--- src/hdl/mini_cpu_pkg.sv ---
package mini_cpu_pkg;

	localparam int INST_ADDR_W = 8;  // 256 instruction words.
	localparam int DATA_ADDR_W = 8;
	localparam int CLKS_PER_BIT = 8;
	localparam int BAUD_CNT_W = $clog2(CLKS_PER_BIT);

	// opcode values follow the MIPS encodings, with IN and OUT in unused slots.
	localparam logic [5:0] OP_ADDI = 6'b001000;
	localparam logic [5:0] OP_J    = 6'b000010;
	localparam logic [5:0] OP_LW   = 6'b100011;
	localparam logic [5:0] OP_SW   = 6'b101011;
	localparam logic [5:0] OP_IN   = 6'b011010;
	localparam logic [5:0] OP_OUT  = 6'b011011;

	typedef enum logic {
		MODE_LOAD = 1'b0,
		MODE_EXEC = 1'b1
	} cpu_mode_t;

	typedef struct packed {
		logic [5:0]  op;
		logic [4:0]  rs;   // base register.
		logic [4:0]  rt;   // target register.
		logic [15:0] imm;  // the J target sits in the low INST_ADDR_W bits.
	} instr_t;

	typedef struct packed {
		logic [DATA_ADDR_W-1:0] addr;
		logic [31:0]            wdata;
		logic                   we;
	} ram_req_t;

endpackage

--- src/hdl/uart_rx.sv ---
`timescale 1ns/100ps

module uart_rx import mini_cpu_pkg::*; (
	input  logic       CLK,
	input  logic       arst_n,
	input  logic       rx,
	output logic [7:0] rx_data,
	output logic       rx_valid
);

	logic [1:0]            rx_sync;
	logic                  rx_prev;
	logic                  busy;
	logic [3:0]            bit_idx;  // 0 is the start bit, 9 the stop bit.
	logic [BAUD_CNT_W-1:0] clk_cnt;
	logic [7:0]            shift;
	logic                  sample;

	assign sample = busy && clk_cnt == '0;
	assign rx_data = shift;

	always_ff @(posedge CLK or negedge arst_n) begin
		if (!arst_n) begin
			rx_sync  <= 2'b11;
			rx_prev  <= 1'b1;
			busy     <= 1'b0;
			bit_idx  <= '0;
			clk_cnt  <= '0;
			rx_valid <= 1'b0;
		end else begin
			rx_valid <= 1'b0;
			rx_sync  <= {rx_sync[0], rx};
			rx_prev  <= rx_sync[1];
			if (!busy) begin
				if (rx_prev && !rx_sync[1]) begin
					busy    <= 1'b1;
					bit_idx <= '0;
					clk_cnt <= BAUD_CNT_W'(CLKS_PER_BIT / 2 - 1);  // aim at mid start bit.
				end
			end else if (clk_cnt != '0) begin
				clk_cnt <= clk_cnt - 1'b1;
			end else begin
				clk_cnt <= BAUD_CNT_W'(CLKS_PER_BIT - 1);
				bit_idx <= bit_idx + 1'b1;
				if (bit_idx == 4'd0 && rx_sync[1])
					busy <= 1'b0;  // glitch, not a real start bit.
				if (bit_idx == 4'd9) begin
					busy     <= 1'b0;
					rx_valid <= rx_sync[1];  // a bad stop bit drops the byte.
				end
			end
		end
	end

	// data bits arrive LSB first and shift down into place.
	always_ff @(posedge CLK) begin
		if (sample && bit_idx >= 4'd1 && bit_idx <= 4'd8)
			shift <= {rx_sync[1], shift[7:1]};
	end

endmodule

--- config.mk ---
export PLATFORM = sky130hd
export DESIGN_NAME = uart_rx
export DESIGN_NICKNAME = d
export VERILOG_FILES = /design/src/hdl/mini_cpu_pkg.sv /design/src/hdl/uart_rx.sv
export SDC_FILE = /design/constraint.sdc
export NUM_CORES = 1
export LEC_CHECK = 0
export BUFFER_PORTS_ARGS = -buffer_cell sky130_fd_sc_hd__buf_2
export CORE_MARGIN = 10
export CORE_UTILIZATION = 38
export CTS_CLUSTER_SIZE = 16
export DETAILED_ROUTE_END_ITERATION = 8
export PLACE_DENSITY = 0.64
export RECOVER_POWER = 100
export SYNTH_ARGS = -nofsm -noshare
export SYNTH_HDL_FRONTEND = slang
export SYNTH_SLANG_ARGS = --single-unit
--- constraint.sdc ---
create_clock -name CLK -period 2 [get_ports CLK]
set_clock_uncertainty 0.2 [all_clocks]
set_input_delay 0.1 -clock CLK [delete_from_list [all_inputs] [get_ports CLK]]
set_output_delay 0.1 -clock CLK [all_outputs]
set_load 0.005 [all_outputs]
# After elaboration in Yosys (flattened, before gate mapping)
# Cells that the tools add are included.
totals:
  elab_cells: 38
  out_inout_bits: 9
  inputBits: 3
  ff_bits: 20
op_classes:
  n_reduce_logical: 11
  n_lt_le_gt_ge: 2
  addsub: 2
  muxes: 14
  eq_ne: 2
op_table:
  columns: ["op", "n"]
  rows:
  - ["$mux W4", 3]
  - ["$mux W3", 3]
  - ["$mux W1", 8]
  - ["$logic_and A1 B1 Y1", 5]
  - ["$add A4 B1 Y4 const B", 1]
  - ["$eq A4 B4 Y1 const B", 1]
  - ["$ge A4 B1 Y1 const B", 1]
  - ["$le A4 B4 Y1 const B", 1]
  - ["$logic_not A4 Y1", 1]
  - ["$logic_not A3 Y1", 1]
  - ["$reduce_bool A3 Y1", 1]
  - ["$sub A3 B1 Y3 const B", 1]
  - ["$ne A2 B2 Y1 const B", 1]
  - ["$reduce_and A2 Y1", 1]
  - ["$reduce_bool A2 Y1", 1]
  - ["$logic_not A1 Y1", 1]

# Longest topological paths before layout
logic_depth:
  word_depth: 6
  depth_mapped: 5
  depth_no_buf: 5

# Least setup slack after synthesis
# Ideal clock, no wire load.
synth_timing:
  kind: "reg-to-reg"
  from: "register clk_cnt[0]"
  to: "register shift[0], in the netlist rx_data[0], enable pin"
  path_stages_with_launch: 6
  setup_slack_ps: 197
  required_time_ps: 1466
  path_buffers: 0
  period_less_slack_ps: 1803
  setup_ps: 334
  arrival_time_ps: 1268
  path_cell_list: "dfrtp_1 > inv_1 > ha_1 > nand3b_2 > a21oi_1 > o31a_1"
synth_between:
  elab_chain_len: 4
synth_lines:
  columns: ["element", "line_no", "rtl"]
  rows:
  - ["from (decl)", "uart_rx.sv:15", "logic [BAUD_CNT_W-1:0] clk_cnt;"]
  - ["from (signal assigned)", "uart_rx.sv:38", "clk_cnt <= BAUD_CNT_W'(CLKS_PER_BIT / 2 - 1);"]
  - ["from (signal assigned)", "uart_rx.sv:41", "clk_cnt <= clk_cnt - 1'b1;"]
  - ["from (signal assigned)", "uart_rx.sv:43", "clk_cnt <= BAUD_CNT_W'(CLKS_PER_BIT - 1);"]
  - ["$logic_not A3 Y1", "uart_rx.sv:19", "assign sample = busy && clk_cnt == '0;"]
  - ["$logic_and A1 B1 Y1", "uart_rx.sv:19", null]
  - ["$logic_and A1 B1 Y1 (2 in series)", "uart_rx.sv:57", "if (sample && bit_idx >= 4'd1 && bit_idx <= 4'd8)"]
  - ["to (signal assigned)", "uart_rx.sv:58", "shift <= {rx_sync[1], shift[7:1]};"]
  - ["to (decl)", "uart_rx.sv:16", "logic [7:0] shift;"]
# Every way passes these cells.
# A chain may end at the register's enable or synchronous reset.

# Worst setup path in the final report
# Ends and elaborated chain as after synthesis.

==> impl_metrics.ini <==
[pwr]
netSwitchingPower_w = 0.0003693
p_clk_frac = 0.267
leakage_nw = 0.3972
share_comb_of_total_power = 0.231
power-per-cell-area_nw_per_um2 = 1231
p_sw_frac = 0.3024
pwr-share-seq = 0.503
p_int_w = 0.0008517
vdd_drop_max_v = 0.0006706

[layout]
utilization = 0.4859
area_delta_synth_final_pct = 17.66
final_area_um2 = 992.2
num-nets-final = 90
nFillCells = 202
antenna_cells = 0
regArea_um2 = 544.3
multi_input_area_um2 = 257.7
drive_gt1_frac = 0.1358

[floorplan]
dieWidth_um = 67.11
placementRows = 16
die_h_um = 67.11
coreArea_um2 = 2042
ios = 12
initial_core_util = 0.4130
dieArea_um2 = 4504

[min_path]
hp-class = reg2reg

[setup_path]
critPathMaxFanout = 8
slowest_stage = dfrtp_1
end_kind = flop
worstSetupStartpointType = flop
path_buf_inv = 1
crit_family = flip-flops
critical_path_class = reg2reg
path_cells = inv_1, ha_1, nand3b_2, a21oi_1, o31a_2
required_ns = 1.81
slowest_delay_ns = 0.42
worstPathArrival_ns = 1.53

[drt]
drc = 0
drt_wl_total_um = 1414
via_per_inst = 4.898
dr.pass1.iters = 4
antenna_left = 0
post_drt_wl_per_cell_um = 13.09
via_count = 529
drt_iter0_drc = 7

[placed_design]
gp_congestion = 0.7734
dp_hpwl_um = 1031
port_buffers = 11
placed_cell_area_um2 = 928.4

[clock_tree]
cts_max_path_buffers = 2
h-tree-depth = 1
cts-root-buf = clkbuf_4
clock_latency_ns = 0.30
clk_pin_slew_ns = 0.11
clkSinkCount = 20
cts_tree = built
cts-buffers-inserted = 3

[synthesis]
synth_cell_types = 25
netlist_area_um2 = 843.3
syn_inst = 63
yosysWarningCount = 0
synth_nets = 71
ys_seq_area_frac = 0.6454
avgSynthCellArea_um2 = 13.39
synth_seq_cells = 20

[outcome]
outcome = finished clean

[sta]
tns_ns = 0
slew_violations = 0
fin_crit_ns = 1.723
finalSetupViolations = 0
hold_viol_final = 0
rsz0062_at_grt = false
worst_hold_slack_ns = 0.1680
worstMarginPinSlew_ns = 0.6528
relSlewSlack = 0.5648
max_freq_mhz = 580.3
final.period_utilization = 0.8617

[job]
cap_violations = 0

[global_route]
grt_max_degree = 13
track_usage = 0.06728
grt_pass1_vias = 511
overflow = 0
grt_pass1_wl_um = 2325
antenna_found_initial = 0
## synthesized netlist by cell type
cell type,instances,area share
nor2b_1,1,0.0074
dfrtp_1,9,0.27
buf_6,1,0.013
or3b_4,1,0.013
nand3b_1,1,0.0089
nor2_1,1,0.0044
edfxtp_1,8,0.28
o211ai_2,1,0.015
a211oi_1,1,0.0089
nand2b_1,3,0.022
inv_1,7,0.031
nor4_1,1,0.0074
o31a_1,1,0.010
ha_1,5,0.074
o31ai_1,1,0.0089
o21ai_1,2,0.012
nand3_1,3,0.018
nand3b_2,1,0.013
a311oi_1,1,0.010
a31oi_1,1,0.0074
a21oi_1,4,0.024
nor3_1,4,0.024
nand4b_1,1,0.010
dfstp_2,3,0.093
xor2_1,1,0.010
## what timing repair did
action / 4_1_cts / 5_1_grt
buffers inserted: 0 / 0
gates resized for setup: 0 / 1
endpoints found under the setup margin: 0 / 8
endpoints found under the hold margin: 13 / 4
hold buffers: 2 / 1
## final timing paths
path | startpoint | endpoint | slack [ns] | cells past startpoint
worst max-delay path | clk_cnt[0] | rx_data[0] | 0.28 | 5
worst min-delay path | rx_sync[0] | rx_sync[1] | 0.17 | 0
worst max register to register | clk_cnt[0] | rx_data[0] | 0.28 | 5
worst min register to register | rx_sync[0] | rx_sync[1] | 0.17 | 0
max in group asynchronous | arst_n | busy | 0.53 | 3
min in group asynchronous | arst_n | bit_idx[1] | 0.66 | 3
## state kept, by name, indices dropped and copies added, names as in the netlist
name	flops
rx_data	8
bit_idx	4
clk_cnt	3
rx_sync	2
busy	1
rx_prev	1
rx_valid	1
## worst reg2reg max path: stages (launching register included)
cell and delay, ns:
dfrtp_1 0.42, inv_1 0.09, ha_1 0.22, nand3b_2 0.10
a21oi_1 0.13, o31a_2 0.27
## layout make-up
| cell class | count | area share |
|---|---|---|
| Tap cell | 27 | 0.03405 |
| Inverter | 7 | 0.02648 |
| Multi-Input combinational cell | 35 | 0.2598 |
| Timing Repair Buffer | 15 | 0.07818 |
| Clock buffer | 3 | 0.02270 |
| Clock inverter | 1 | 0.03026 |
| Sequential cell | 20 | 0.5485 |
## cell usage in the layout (no fill, tap or decap)
master / count
a211oi_1: 1
edfxtp_1: 8
nand4b_1: 1
nor4_1: 1
nor3_1: 4
a21oi_1: 4
bufinv_16: 1
o31a_2: 1
or3b_4: 1
dlygate4sd3_1: 3
nor2_1: 1
inv_1: 7
dfstp_2: 2
o21ai_0: 1
nand2b_1: 3
o21ai_1: 1
a311oi_1: 1
buf_2: 2
nand3b_1: 1
a31oi_1: 1
clkbuf_1: 10
nand3_1: 3
ha_1: 5
o211ai_1: 1
dfrtp_1: 9
dfstp_1: 1
nand3b_2: 1
clkbuf_4: 3
o31ai_1: 1
xor2_1: 1
nor2b_1: 1
## power groups by stage
stage | registers (W) | logic (W) | clock network (W)
after detailed placement | 0.000620 | 0.000287 | 0
after floorplan | 0.000590 | 0.000240 | 0
after CTS | 0.000614 | 0.000298 | 0.000332
after global routing | 0.000627 | 0.000323 | 0.000355
after global placement | 0.000615 | 0.000283 | 0
final | 0.000614 | 0.000282 | 0.000325
## kinds of logic after synthesis
| logic type | count (synthesis) | share of synthesized area |
|---|---|---|
| AOI/OAI and AO/OA | 12 | 0.09645 |
| xor gates and xnor gates | 1 | 0.01039 |
| adders and majority gates | 5 | 0.07418 |
| buffers and inverters | 8 | 0.04452 |
| DFF | 20 | 0.6454 |
| and+or+nand+nor | 17 | 0.1291 |
## per-layer routing
layer | track usage | vias up | part of all wire | wire length (µm)
met5 | 0 | - | 0 | 0
met2 | 0.1019 | 13 | 0.45 | 631
li1 | - | 261 | - | -
met1 | 0.07611 | 253 | 0.46 | 647
met4 | 0.02308 | 0 | 0.0085 | 12
met3 | 0.04181 | 2 | 0.087 | 123
## metrics by stage
| stage | total power [W] | worst slack, ns | std cells |
|---|---|---|---|
| 6_report | 0.001221 | 0.2766 | 108 |
| 5_1_grt | 0.001306 | 0.1323 | 108 |
| 4_1_cts | 0.001244 | 0.1307 | 107 |
| 3_5_place_dp | 0.0009074 | 0.1689 | 101 |
| 3_3_place_gp | 0.0008987 | 0.2167 | 101 |
| 2_1_floorplan | 0.0008295 | 0.1974 | 63 |
(Power assumes the default switching activity.)
