===== src/hdl/mini_cpu_pkg.sv =====
package mini_cpu_pkg;

	localparam int INST_ADDR_W = 8;  // 256 instruction words.
	localparam int DATA_ADDR_W = 8;
	localparam int CLKS_PER_BIT = 8;
	localparam int BAUD_CNT_W = $clog2(CLKS_PER_BIT);

	// opcode values follow the MIPS encodings, with IN and OUT in unused slots.
	localparam logic [5:0] OP_ADDI = 6'b001000;
	localparam logic [5:0] OP_J    = 6'b000010;
	localparam logic [5:0] OP_LW   = 6'b100011;
	localparam logic [5:0] OP_SW   = 6'b101011;
	localparam logic [5:0] OP_IN   = 6'b011010;
	localparam logic [5:0] OP_OUT  = 6'b011011;

	typedef enum logic {
		MODE_LOAD = 1'b0,
		MODE_EXEC = 1'b1
	} cpu_mode_t;

	typedef struct packed {
		logic [5:0]  op;
		logic [4:0]  rs;   // base register.
		logic [4:0]  rt;   // target register.
		logic [15:0] imm;  // the J target sits in the low INST_ADDR_W bits.
	} instr_t;

	typedef struct packed {
		logic [DATA_ADDR_W-1:0] addr;
		logic [31:0]            wdata;
		logic                   we;
	} ram_req_t;

endpackage


===== src/hdl/uart_tx.sv =====
`timescale 1ns/100ps

module uart_tx import mini_cpu_pkg::*; (
	input  logic       CLK,
	input  logic       arst_n,
	input  logic [7:0] tx_data,
	input  logic       tx_send,
	output logic       tx,
	output logic       tx_ready
);

	logic [9:0]            frame;
	logic [3:0]            bit_cnt;
	logic [BAUD_CNT_W-1:0] clk_cnt;
	logic                  busy;

	assign tx = frame[0];
	assign tx_ready = !busy;

	always_ff @(posedge CLK or negedge arst_n) begin
		if (!arst_n) begin
			frame   <= '1;  // line idles high.
			bit_cnt <= '0;
			clk_cnt <= '0;
			busy    <= 1'b0;
		end else if (!busy) begin
			if (tx_send) begin
				frame   <= {1'b1, tx_data, 1'b0};
				bit_cnt <= '0;
				clk_cnt <= BAUD_CNT_W'(CLKS_PER_BIT - 1);
				busy    <= 1'b1;
			end
		end else if (clk_cnt != '0) begin
			clk_cnt <= clk_cnt - 1'b1;
		end else begin
			frame   <= {1'b1, frame[9:1]};
			clk_cnt <= BAUD_CNT_W'(CLKS_PER_BIT - 1);
			if (bit_cnt == 4'd9)
				busy <= 1'b0;  // end of the stop bit.
			else
				bit_cnt <= bit_cnt + 1'b1;
		end
	end

endmodule


===== config.mk =====
export PLATFORM = sky130hd
export DESIGN_NAME = uart_tx
export DESIGN_NICKNAME = d
export VERILOG_FILES = /design/src/hdl/mini_cpu_pkg.sv /design/src/hdl/uart_tx.sv
export SDC_FILE = /design/constraint.sdc
export NUM_CORES = 1
export LEC_CHECK = 0
export ABC_CLOCK_PERIOD_IN_PS = 2350
export BUFFER_PORTS_ARGS = -buffer_cell sky130_fd_sc_hd__buf_2
export CORE_ASPECT_RATIO = 1.2
export CORE_UTILIZATION = 60
export CTS_BUF_LIST = sky130_fd_sc_hd__clkbuf_2 sky130_fd_sc_hd__clkbuf_4 sky130_fd_sc_hd__clkbuf_8
export CTS_CLUSTER_DIAMETER = 120
export DETAILED_ROUTE_END_ITERATION = 16
export PLACE_DENSITY = 0.83
export SLEW_MARGIN = 10
export SYNTH_ARGS = -nofsm -noshare
export SYNTH_HDL_FRONTEND = slang
export SYNTH_SLANG_ARGS = --single-unit

===== constraint.sdc =====
create_clock -name CLK -period 2.35 [get_ports CLK]
set_input_delay 0.47 -clock CLK [delete_from_list [all_inputs] [get_ports CLK]]
set_output_delay 0.47 -clock CLK [all_outputs]
set_load 0.005 [all_outputs]

### After elaboration in Yosys (flattened, before gate mapping)

Cells that the tools add are included.

* $add $sub $neg: 2
* equal/unequal tests: 3
* muxes and demuxes: 14
* reduce and logical (&&, ||, !) cells: 5

Operators with widths (count)
* 2-to-1 mux 10 bit: 3
* 2-to-1 mux 4 bit: 4
* 2-to-1 mux 3 bit: 3
* adder 4 x 1 -> 4 bit, second input constant: 1
* == test 4 bit, second input constant: 1
* 2-to-1 mux 1 bit: 4
* != test 2 bit, second input constant: 2
* AND reduction 3 bit: 1
* nonzero test 3 bit: 1
* subtractor 3 x 1 -> 3 bit, second input constant: 1
* AND reduction 2 bit: 1
* nonzero test 2 bit: 1
* logical NOT 1 bit: 1

* flip-flop bits (word level): 18
* input bits: 11
* output and inout port bits: 2
* word-level logic and storage cells: 28

### Logic depth before layout (Yosys ltp)

Gate-level depths: netlist (run 1).

* depth in word-level cells: 4
* mapped depth: 6
* gate-level depth less buffers: 5

### Worst setup path after synthesis (run 1)

Ideal clock, no wire load.

* path type: reg-to-reg
* from: register bit_cnt[0]
* to: register bit_cnt[0]
* setup time: 69 ps
* data arrival time: 1419 ps
* required time: 2281 ps
* slack: 862 ps
* cell stages (with the launch flop): 6
* buffers on the path: 1
* period minus slack after synthesis: 1488 ps
* cell sequence: dfrtp_1 ha_1 and3b_1 buf_6 or4_1 nand3_1

* longest elaborated chain between the ends: 4
* elaborated cells on any way between the ends: 7
* those cells by class: add/sub: 1; eq/ne: 2; mux: 3; reduce/logical: 1

Ends and longest elaborated chain
* from (decl): line uart_tx.sv:13 `logic [3:0] bit_cnt;`
* from (signal assigned): line uart_tx.sv:41 `bit_cnt <= bit_cnt + 1'b1;`
* adder 4 x 1 -> 4 bit: line uart_tx.sv:41
* 2-to-1 mux 4 bit: line uart_tx.sv:38 `if (bit_cnt == 4'd9)`
* 2-to-1 mux 4 bit: line uart_tx.sv:33 `end else if (clk_cnt != '0) begin`
* 2-to-1 mux 4 bit: line uart_tx.sv:26 `end else if (!busy) begin`

Parallel ways exist; a longest one is shown, timed or not. The select of a mux whose other input is x is not followed.
A chain may end at the register's enable or synchronous reset.

### Final worst setup path (run 1)

* from: register busy
* to: output tx_ready

* longest elaborated chain between the ends: 1

Ends and longest elaborated chain
* from (decl): line uart_tx.sv:15 `logic busy;`
* from (signal assigned): line uart_tx.sv:25 `busy <= 1'b0;`
* from (signal assigned): line uart_tx.sv:31 `busy <= 1'b1;`
* from (signal assigned): line uart_tx.sv:39 `busy <= 1'b0;`
* logical NOT 1 bit
* to (decl): line uart_tx.sv:9 `output logic tx_ready`

Every way passes these cells.

==> flow_metrics.env, run 1 <==
export IMPL_coreArea_mm2=0.001464
export IMPL_io_buffers=12
export IMPL_yosysUniqueCellTypes=31
export IMPL_num_antenna_cells=0
export IMPL_synthTopCellsByCount="mux2_2 (14), dfstp_2 (9), dfrtp_1 (8)"
export IMPL_rows=15
export IMPL_cpMaxStageDelayCell="dfrtp_1"
export IMPL_power_density_mw_per_mm2=1263
export IMPL_path_clk_slew_ns=0.10
export IMPL_clk_latency_ns=0.29
export IMPL_rsz0062_at_grt="no"
export IMPL_drive_above_1_share_pct=42.27
export IMPL_synth_area_leaders="dfstp_2 (25%), dfrtp_1 (21%), mux2_2 (17%)"
export IMPL_fin_crit_sh_pct=77.30
export IMPL_holdCritPathClass="in2async"
export IMPL_finalNetCount=113
export IMPL_final_hold_violation_count=0
export IMPL_fill_cells=115
export IMPL_start_kind="flop"
export IMPL_end_kind="output pin"
export IMPL_postCtsSetupBuffers=0
export IMPL_tightest_slew_ns=0.5859
export IMPL_crit_chain="inv_2 > buf_2"
export IMPL_die_area_mm2=0.001742
export IMPL_grt_busiest_layer="met2"
export IMPL_drv_cap=0
export IMPL_r2r_cells=3
export IMPL_layout_cells_non_filler=114
export IMPL_wirelength_mm=1.703
export IMPL_vias_per_cell=5.904
export IMPL_cts_root_buf="clkbuf_4"
export IMPL_gp_congestion=0.7537
export IMPL_drc=0
export IMPL_grt_use_met3_pct=5.392
export IMPL_maxSlewViolCount=0
export IMPL_synth_avg_cell_area_um2=11.14
export IMPL_clock_sinks=17
export IMPL_vias=673
export IMPL_cts_tree="yes"
export IMPL_critPathBufInv=2
export IMPL_async_flop_share_pct=100.0
export IMPL_cpLargestDelayFamily="flip-flops"
export IMPL_grt_pass1_wl_mm=2.808
export IMPL_yosys_warnings=0
export IMPL_cpPeakStageDelay_ns=0.73
export IMPL_numCtsBuffers=3
export IMPL_final_setup_tns_ns=0
export IMPL_fp_dieW_um=38.27
export IMPL_power_leakage_uw=0.0004421
export IMPL_synth_main_ff_cell="dfstp_2"
export IMPL_mappedNetlistArea_um2=947.2
export IMPL_postLayoutCellArea_mm2=0.001036
export IMPL_crit_fanout=18
export IMPL_synth_top_cell_area_share_pct=24.97
export IMPL_place_area_mm2=0.001006
export IMPL_io_pin_count=13
export IMPL_met2_usage_pct=38.64
export IMPL_cts_htree_levels=1
export IMPL_grt_use_met1_pct=30.16
export IMPL_post_route_min_period_ns=1.816
export IMPL_netlist_top_cell_by_area="dfstp_2"
export IMPL_routedWlPerCell_um=14.94
export IMPL_drtAntennaViolNets=0
export IMPL_grt_pass1_vias=645
export IMPL_overflow=0
export IMPL_status="complete, no violations"
export IMPL_grt_usage_pct=23.93
export IMPL_die_y_um=45.53
export IMPL_antenna_found_initial=0
export IMPL_start_util_pct=64.70
export IMPL_grt_max_degree=19
export IMPL_synth_yosys_seq_area_share_pct=46.10
export IMPL_hold_buffers=0
export IMPL_hpwl_mm=1.213
export IMPL_drt_initial_drc_count=6
export IMPL_place_inst=110
export IMPL_first_pass_iters=4
export IMPL_synth_cells=85
export IMPL_ys_seq_elements=17
export IMPL_synth_fp_nets=100
export IMPL_synth_edf_count=0
export IMPL_yosys_cell_count_top_type="mux2_2"
export IMPL_setup_viol=0
export IMPL_timing_fmax_mhz=550.5
export IMPL_cts_resized=0
export IMPL_arrival_ns=1.35
export IMPL_power_ir_vdd_worst_uv=736.5
export IMPL_crit_type="reg2out"
export IMPL_fin_skew_ns=0.004621
export IMPL_slew_limit_headroom_pct=60.94
export IMPL_cp_required_ns=1.88
export IMPL_syn_to_final_growth_pct=9.379
export IMPL_cts_path_max_buffers=2
export IMPL_worst_path_stages=2
==> registers in the layout, indices dropped and copies added, names as in the netlist <==
| register | flops |
|---|---|
| frame | 9 |
| clk_cnt | 3 |
| busy | 1 |
| bit_cnt | 4 |
==> worst register-to-register path, cell delays in order (launching register included) <==
cell and delay (ns):
dfrtp_1 0.73, buf_4 0.27, mux2_2 0.33, mux2_2 0.26
==> worst paths after layout <==
path	startpoint	endpoint	slack (ns)
max in group asynchronous	arst_n	frame[7]$_DFFE_PN1P_	1.96
worst min-delay path	arst_n	bit_cnt[0]$_DFFE_PN0P_	0.08
worst max register to register	busy$_DFF_PN0_	frame[7]$_DFFE_PN1P_	0.70
min in group CLK	tx_data[7]	frame[8]$_DFFE_PN1P_	0.47
worst min register to register	frame[0]$_DFFE_PN1P_	frame[0]$_DFFE_PN1P_	0.49
worst max-delay path	busy$_DFF_PN0_	tx_ready	0.53
==> kinds of logic after synthesis <==
kind of cell	count (synthesis)	share of synthesized area (%)
AOI/OAI and AO/OA	15	10.83
adders and majority gates	4	5.284
buffers and inverters	9	4.754
DFF	17	46.10
muxes	15	17.70
and+or+nand+nor	25	15.32
==> where the power goes <==
| part | switching [uW] | leakage [uW] | internal (uW) | total [uW] |
|---|---|---|---|---|
| Combinational | 238 | 0.000242 | 303 | 541 |
| Clock | 92.7 | 0.0000184 | 77.6 | 170 |
| Sequential | 119 | 0.000182 | 478 | 598 |
| Total | 450 | 0.000442 | 859 | 1310 |
==> stage by stage <==
step / total power, uW / setup slack [ns] / hold slack, ns / utilization [%]
after floorplan: 1033 / 0.8621 / 0.1744 / -
after global routing: 1406 / 0.4445 / 0.09840 / 70.77
after detailed placement: 1141 / 0.7377 / 0.4095 / 68.72
after global placement: 1103 / 0.7768 / 0.4087 / 68.72
final: 1309 / 0.5335 / 0.07891 / 70.77
after CTS: 1313 / 0.5530 / 0.08633 / 70.77
==> layout make-up <==
type,count,area (um2),share of cell area [%]
clock buffers,4,30.03,2.899
flip-flops and latches,17,436.7,42.15
repair buffers,13,67.56,6.522
multi-input cells,59,465.4,44.93
well taps,17,21.27,2.053
inverters,4,15.01,1.449
==> placed cells by master, fill, tap and decap left out, drive strengths merged <==
cell type,synthesis,final
and3b,1,1
or4,2,2
nor3b,2,2
dfrtp,8,8
o31ai,1,1
buf,4,13
nor2b,3,3
nand3,4,4
mux2i,1,1
clkbuf,1,4
a22oi,1,1
a21o,1,1
a32oi,1,1
nand3b,2,2
inv,4,4
nand2b,3,3
mux2,14,14
a2bb2oi,1,1
nor3,3,3
a211oi,1,1
nand2,3,3
ha,4,4
o21ai,1,1
a31oi,3,3
dfstp,9,9
o41ai,1,1
o211ai,1,1
a21oi,3,3
nor2,2,2
==> metal layers <==
layer	vias to the layer above	share of wire, %
li1	334	-
met1	322	45
met2	15	50
met3	2	3.7
met4	0	1.5
met5	-	0
Power figures use the tool's default switching activity.
==> run 2, diff against run 1 <==
--- a/config.mk
+++ b/config.mk
@@ -5,14 +5,14 @@
 export SDC_FILE = /design/constraint.sdc
 export NUM_CORES = 1
 export LEC_CHECK = 0
-export ABC_CLOCK_PERIOD_IN_PS = 2350
+export ABC_CLOCK_PERIOD_IN_PS = 1600
 export BUFFER_PORTS_ARGS = -buffer_cell sky130_fd_sc_hd__buf_2
 export CORE_ASPECT_RATIO = 1.2
-export CORE_UTILIZATION = 60
+export CORE_UTILIZATION = 52
 export CTS_BUF_LIST = sky130_fd_sc_hd__clkbuf_2 sky130_fd_sc_hd__clkbuf_4 sky130_fd_sc_hd__clkbuf_8
 export CTS_CLUSTER_DIAMETER = 120
 export DETAILED_ROUTE_END_ITERATION = 16
-export PLACE_DENSITY = 0.83
+export PLACE_DENSITY = 0.76
 export SLEW_MARGIN = 10
 export SYNTH_ARGS = -nofsm -noshare
 export SYNTH_HDL_FRONTEND = slang
==> constraint.sdc (replaced) <==
create_clock -name CLK -period 1.6 [get_ports CLK]
set_input_delay 0.32 -clock CLK [delete_from_list [all_inputs] [get_ports CLK]]
set_output_delay 0.32 -clock CLK [all_outputs]
set_load 0.005 [all_outputs]
==> flow_metrics.env, run 2 (synthesis results as in run 1) <==
export IMPL_status="complete, no violations"
export IMPL_io_buffers=12
export IMPL_holdCritPathClass="in2reg"
export IMPL_place_inst=114
export IMPL_antenna_found_initial=0
export IMPL_seq_power_share_pct=43.6
export IMPL_cts_htree_levels=1
export IMPL_power_share_switching_pct=33.83
export IMPL_fp_dieW_um=40.96
export IMPL_die_y_um=48.75
export IMPL_cp_required_ns=1.84
export IMPL_top_register="frame"
export IMPL_grt_usage_pct=22.58
export IMPL_power_density_mw_per_mm2=1836
export IMPL_drtAntennaViolNets=0
export IMPL_final_common_cell="mux2_2"
export IMPL_tightest_slew_ns=0.3819
export IMPL_die_area_mm2=0.001997
export IMPL_grt_max_degree=18
export IMPL_vias=695
export IMPL_final_setup_tns_ns=0
export IMPL_num_antenna_cells=0
export IMPL_fin_skew_ns=0.003159
export IMPL_cts_root_buf="clkbuf_4"
export IMPL_final_hold_violation_count=0
export IMPL_start_kind="flop"
export IMPL_clockPowerShare_pct=12.8
export IMPL_grt_pass1_vias=721
export IMPL_routedWlPerCell_um=14.74
export IMPL_power_ir_vdd_worst_uv=1210
export IMPL_arrival_ns=1.72
export IMPL_io_pin_count=13
export IMPL_total_power_uw=1974
export IMPL_internal_power_uw=1306
export IMPL_drive_above_1_share_pct=45.54
export IMPL_clk_latency_ns=0.29
export IMPL_rows=16
export IMPL_grt_pass1_wl_mm=3.118
export IMPL_crit_type="reg2reg"
export IMPL_crit_fanout=5
export IMPL_largest_register_ffs=9
export IMPL_power_leakage_uw=0.0004588
export IMPL_maxSlewViolCount=0
export IMPL_end_kind="flop"
export IMPL_regArea_um2=436.7
export IMPL_rsz0062_at_grt="no"
export IMPL_setup_viol=0
export IMPL_path_clk_slew_ns=0.10
export IMPL_layout_cells_non_filler=119
export IMPL_post_route_min_period_ns=1.486
export IMPL_cts_tree="yes"
export IMPL_drt_initial_drc_count=15
export IMPL_start_util_pct=57.00
export IMPL_final_cell_mix="mux2_2 (14), buf_2 (12), dfstp_2 (9)"
export IMPL_slew_limit_headroom_pct=74.54
export IMPL_drc=0
export IMPL_drv_cap=0
export IMPL_hpwl_mm=1.275
export IMPL_fill_cells=139
export IMPL_numCtsBuffers=3
export IMPL_multi_input_area_um2=470.5
export IMPL_wirelength_mm=1.754
export IMPL_first_pass_iters=4
export IMPL_overflow=0
export IMPL_fin_crit_sh_pct=92.90
export IMPL_gp_congestion=0.7624
export IMPL_finalNetCount=117
export IMPL_p_comb_share_pct=43.6
export IMPL_syn_to_final_growth_pct=13.47
export IMPL_coreArea_mm2=0.001662
export IMPL_cts_path_max_buffers=2
export IMPL_reg_top3="frame x9, bit_cnt x4, clk_cnt x3"
export IMPL_timing_fmax_mhz=672.8
export IMPL_hold_ws_ns=0.3067
export IMPL_vias_per_cell=5.840
export IMPL_clock_sinks=17
export IMPL_postCtsSetupBuffers=0
export IMPL_p_sw_uw=667.8
[run 2: final timing paths]
| kind | from | to | slack (ns) | cells after the start |
|---|---|---|---|---|
| max | clk_cnt[0]$_DFFE_PN0P_ | bit_cnt[3]$_DFFE_PN0P_ | 0.11 | 5 |
| min | tx_data[7] | frame[8]$_DFFE_PN1P_ | 0.31 | 3 |
| max reg2reg | clk_cnt[0]$_DFFE_PN0P_ | bit_cnt[3]$_DFFE_PN0P_ | 0.11 | 5 |
| min reg2reg | clk_cnt[0]$_DFFE_PN0P_ | clk_cnt[0]$_DFFE_PN0P_ | 0.50 | 1 |
| max in group asynchronous | arst_n | frame[4]$_DFFE_PN1P_ | 0.82 | 2 |
| min in group asynchronous | arst_n | bit_cnt[1]$_DFFE_PN0P_ | 0.46 | 2 |
[run 2: metal layers]
layer / wire, um / GRT usage [%] / vias up
li1: - / - / 340
met1: 829 / 28.96 / 344
met2: 873 / 33.07 / 9
met3: 36 / 6.881 / 2
met4: 14 / 11.11 / 0
met5: 0 / 0 / -
[run 2: timing repair]
item | 4_1_cts | 5_1_grt
hold endpoints to repair | 8 | 0
setup endpoints to repair | 0 | 8
gates resized for setup | 0 | 2
hold buffers | 1 | 0
[run 2: stage by stage]
step / worst slack [ns] / area, um2 / util, %
after global placement: 0.1266 / 1030 / 61.97
final: 0.1136 / 1075 / 64.68
after CTS: 0.06607 / 1070 / 64.38
after global routing: 0.03155 / 1075 / 64.68
after detailed placement: 0.08007 / 1030 / 61.97
after floorplan: 0.1121 / 947.2 / -
[run 2: final cells by class]
class / instances / share of cell area, %
multi-input cells: 59 / 43.77
clock buffers: 4 / 2.794
well taps: 18 / 2.095
flip-flops and latches: 17 / 40.63
repair buffers: 17 / 9.313
inverters: 4 / 1.397
[run 2: power groups by stage]
stage / Combinational [uW] / Sequential (uW) / Clock, uW
floorplan: 709 / 809 / 0
global placement: 818 / 854 / 0
detailed placement: 854 / 869 / 0
CTS: 858 / 861 / 254
global route: 970 / 896 / 279
finish: 860 / 861 / 252
[run 2: critical path: stages, from the launching register on]
cell      delay [ns]
dfrtp_1         0.41
inv_1           0.10
ha_2            0.22
nand2b_1        0.13
or4_1           0.48
nand3_1         0.09
==> run 3, diff against run 2 <==
--- a/config.mk
+++ b/config.mk
@@ -13,6 +13,7 @@
 export CTS_CLUSTER_DIAMETER = 120
 export DETAILED_ROUTE_END_ITERATION = 16
 export PLACE_DENSITY = 0.76
+export SETUP_SLACK_MARGIN = 0.4
 export SLEW_MARGIN = 10
 export SYNTH_ARGS = -nofsm -noshare
 export SYNTH_HDL_FRONTEND = slang
==> flow_metrics.env, run 3 (synthesis results as in run 1) <==
export IMPL_maxSlewViolCount=0
export IMPL_tightest_slew_ns=0.3646
export IMPL_setup_viol=0
export IMPL_end_kind="flop"
export IMPL_rows=16
export IMPL_multi_input_area_um2=549.3
export IMPL_path_clk_slew_ns=0.11
export IMPL_cts_root_buf="clkbuf_4"
export IMPL_crit_type="reg2reg"
export IMPL_worstHoldStart="tx_data[7]"
export IMPL_arrival_ns=1.60
export IMPL_power_density_mw_per_mm2=1894
export IMPL_grt_use_met3_pct=4.128
export IMPL_coreArea_mm2=0.001662
export IMPL_r2r_slack_ns=0.24
export IMPL_fin_skew_ns=0.002187
export IMPL_internal_power_uw=1595
export IMPL_wirelength_mm=2.045
export IMPL_status="complete, no violations"
export IMPL_power_share_switching_pct=34.00
export IMPL_place_inst=114
export IMPL_cts_path_max_buffers=2
export IMPL_grt_max_degree=18
export IMPL_overflow=0
export IMPL_final_cell_mix="buf_4 (18), buf_2 (10), dfstp_2 (9)"
export IMPL_first_pass_iters=4
export IMPL_post_route_min_period_ns=1.362
export IMPL_cts_tree="yes"
export IMPL_drt_initial_drc_count=6
export IMPL_r2r_cells=5
export IMPL_drc=0
export IMPL_critPathBufInv=1
export IMPL_grt_usage_pct=24.87
export IMPL_io_buffers=12
export IMPL_start_util_pct=57.00
export IMPL_crit_path_end="frame[6]$_DFFE_PN1P_"
export IMPL_r2r_start="clk_cnt[1]$_DFFE_PN0P_"
export IMPL_clockPowerShare_pct=10.0
export IMPL_hpwl_mm=1.339
export IMPL_fp_dieW_um=40.96
export IMPL_num_antenna_cells=0
export IMPL_cpLargestDelayFamily="flip-flops"
export IMPL_slew_limit_headroom_pct=75.69
export IMPL_reg_top3="frame x9, bit_cnt x4, clk_cnt x3"
export IMPL_largest_register_ffs=9
export IMPL_top_register="frame"
export IMPL_cp_required_ns=1.84
export IMPL_timing_fmax_mhz=734.0
export IMPL_cpPeakStageDelay_ns=0.39
export IMPL_met2_usage_pct=39.84
export IMPL_antenna_found_initial=0
export IMPL_finalNetCount=131
export IMPL_clk_latency_ns=0.30
export IMPL_start_kind="flop"
export IMPL_holdCritPathClass="in2reg"
export IMPL_regArea_um2=439.2
export IMPL_worst_path_stages=5
export IMPL_final_setup_tns_ns=0
export IMPL_syn_to_final_growth_pct=34.74
export IMPL_power_ir_vdd_worst_uv=1049
export IMPL_reg2reg_to="frame[6]$_DFFE_PN1P_"
export IMPL_routedWlPerCell_um=15.38
export IMPL_vias=777
export IMPL_fin_crit_sh_pct=85.15
export IMPL_crit_chain="inv_2 > ha_4 > nand3b_1 > nand2_4 > mux2_4"
export IMPL_die_y_um=48.75
export IMPL_layout_cells_non_filler=133
export IMPL_final_common_cell="buf_4"
export IMPL_cpMaxStageDelayCell="dfrtp_1"
export IMPL_grt_busiest_layer="met2"
export IMPL_grt_pass1_wl_mm=3.367
export IMPL_grt_use_met1_pct=31.40
export IMPL_final_hold_violation_count=0
export IMPL_total_power_uw=2417
export IMPL_rsz0062_at_grt="yes"
export IMPL_seq_power_share_pct=35.1
export IMPL_crit_fanout=7
export IMPL_clock_sinks=17
export IMPL_numCtsBuffers=3
export IMPL_drtAntennaViolNets=0
export IMPL_gp_congestion=0.7285
export IMPL_power_leakage_uw=0.0005731
export IMPL_drive_above_1_share_pct=60.87
export IMPL_p_comb_share_pct=54.8
export IMPL_cp_startpoint="clk_cnt[1]$_DFFE_PN0P_"
export IMPL_drv_cap=0
export IMPL_grt_pass1_vias=753
export IMPL_p_sw_uw=821.8
export IMPL_fill_cells=111
export IMPL_io_pin_count=13
export IMPL_vias_per_cell=5.842
export IMPL_cts_htree_levels=1
export IMPL_die_area_mm2=0.001997
## run 3: changes by cell type in the layout (fill, tap and decap cells not counted), moves of 2 or more
cell	delta
mux2_2	-7
buf_2	-2
mux2_4	+7
nand2b_4	+2
buf_6	+2
inv_1	-2
nand2b_1	-2
dfrtp_1	-2
buf_4	+14
dfrtp_2	+2
## run 3: worst register-to-register path, cell delays in order, from the launching register on
cell	delay, ns
dfrtp_1	0.39
inv_2	0.09
ha_4	0.17
nand3b_1	0.15
nand2_4	0.18
mux2_4	0.32
## run 3: metrics by stage
stage / worst slack, ns / hold slack (ns) / cell area (um2) / util (%)
3_5_place_dp: 0.1574 / 0.2572 / 1069 / 64.31
4_1_cts: 0.2526 / 0.3150 / 1230 / 74.02
3_3_place_gp: 0.2030 / 0.2569 / 1069 / 64.31
5_1_grt: 0.1532 / 0.3649 / 1276 / 76.81
2_1_floorplan: 0.1388 / 0.02441 / 988.4 / -
6_report: 0.2376 / 0.3264 / 1276 / 76.81
## run 3: how the worst min path moves through the flow
stage                                   to  slack [ns]  cells after the start
detailed placement  bit_cnt[2]$_DFFE_PN0P_        0.26                      1
global route          frame[5]$_DFFE_PN1P_        0.36                      3
CTS                   frame[8]$_DFFE_PN1P_        0.32                      3
floorplan           bit_cnt[0]$_DFFE_PN0P_        0.02                      0
global placement    bit_cnt[2]$_DFFE_PN0P_        0.26                      1
finish                frame[8]$_DFFE_PN1P_        0.33                      3
## run 3: power groups by stage
| stage | clock network, uW | logic, uW | registers [uW] |
|---|---|---|---|
| final | 243 | 1330 | 849 |
| after global routing | 266 | 1450 | 878 |
| after CTS | 244 | 1230 | 839 |
| after detailed placement | 0 | 975 | 864 |
| after global placement | 0 | 931 | 855 |
| after floorplan | 0 | 814 | 812 |
## run 3: per-layer routing
metal,part of all wire (%),vias to the layer above
met5,0,-
met4,1.4,0
met3,2.6,4
met2,54,14
met1,42,388
li1,-,371
## run 3: what timing repair did
item,in CTS,in global routing
pin swaps,7,2
buffers inserted,10,4
hold buffers,1,0
endpoints found under the setup margin,16,17
endpoints found under the hold margin,8,0
gates resized for setup,11,4
## run 3: cell type report
cell class	count	share of cell area (%)
inverter	4	1.373
multi-input combinational	59	43.04
tap	18	1.765
clock buffer	3	1.765
timing repair buffer	31	17.06
clock inverter	1	0.5882
sequential	17	34.41
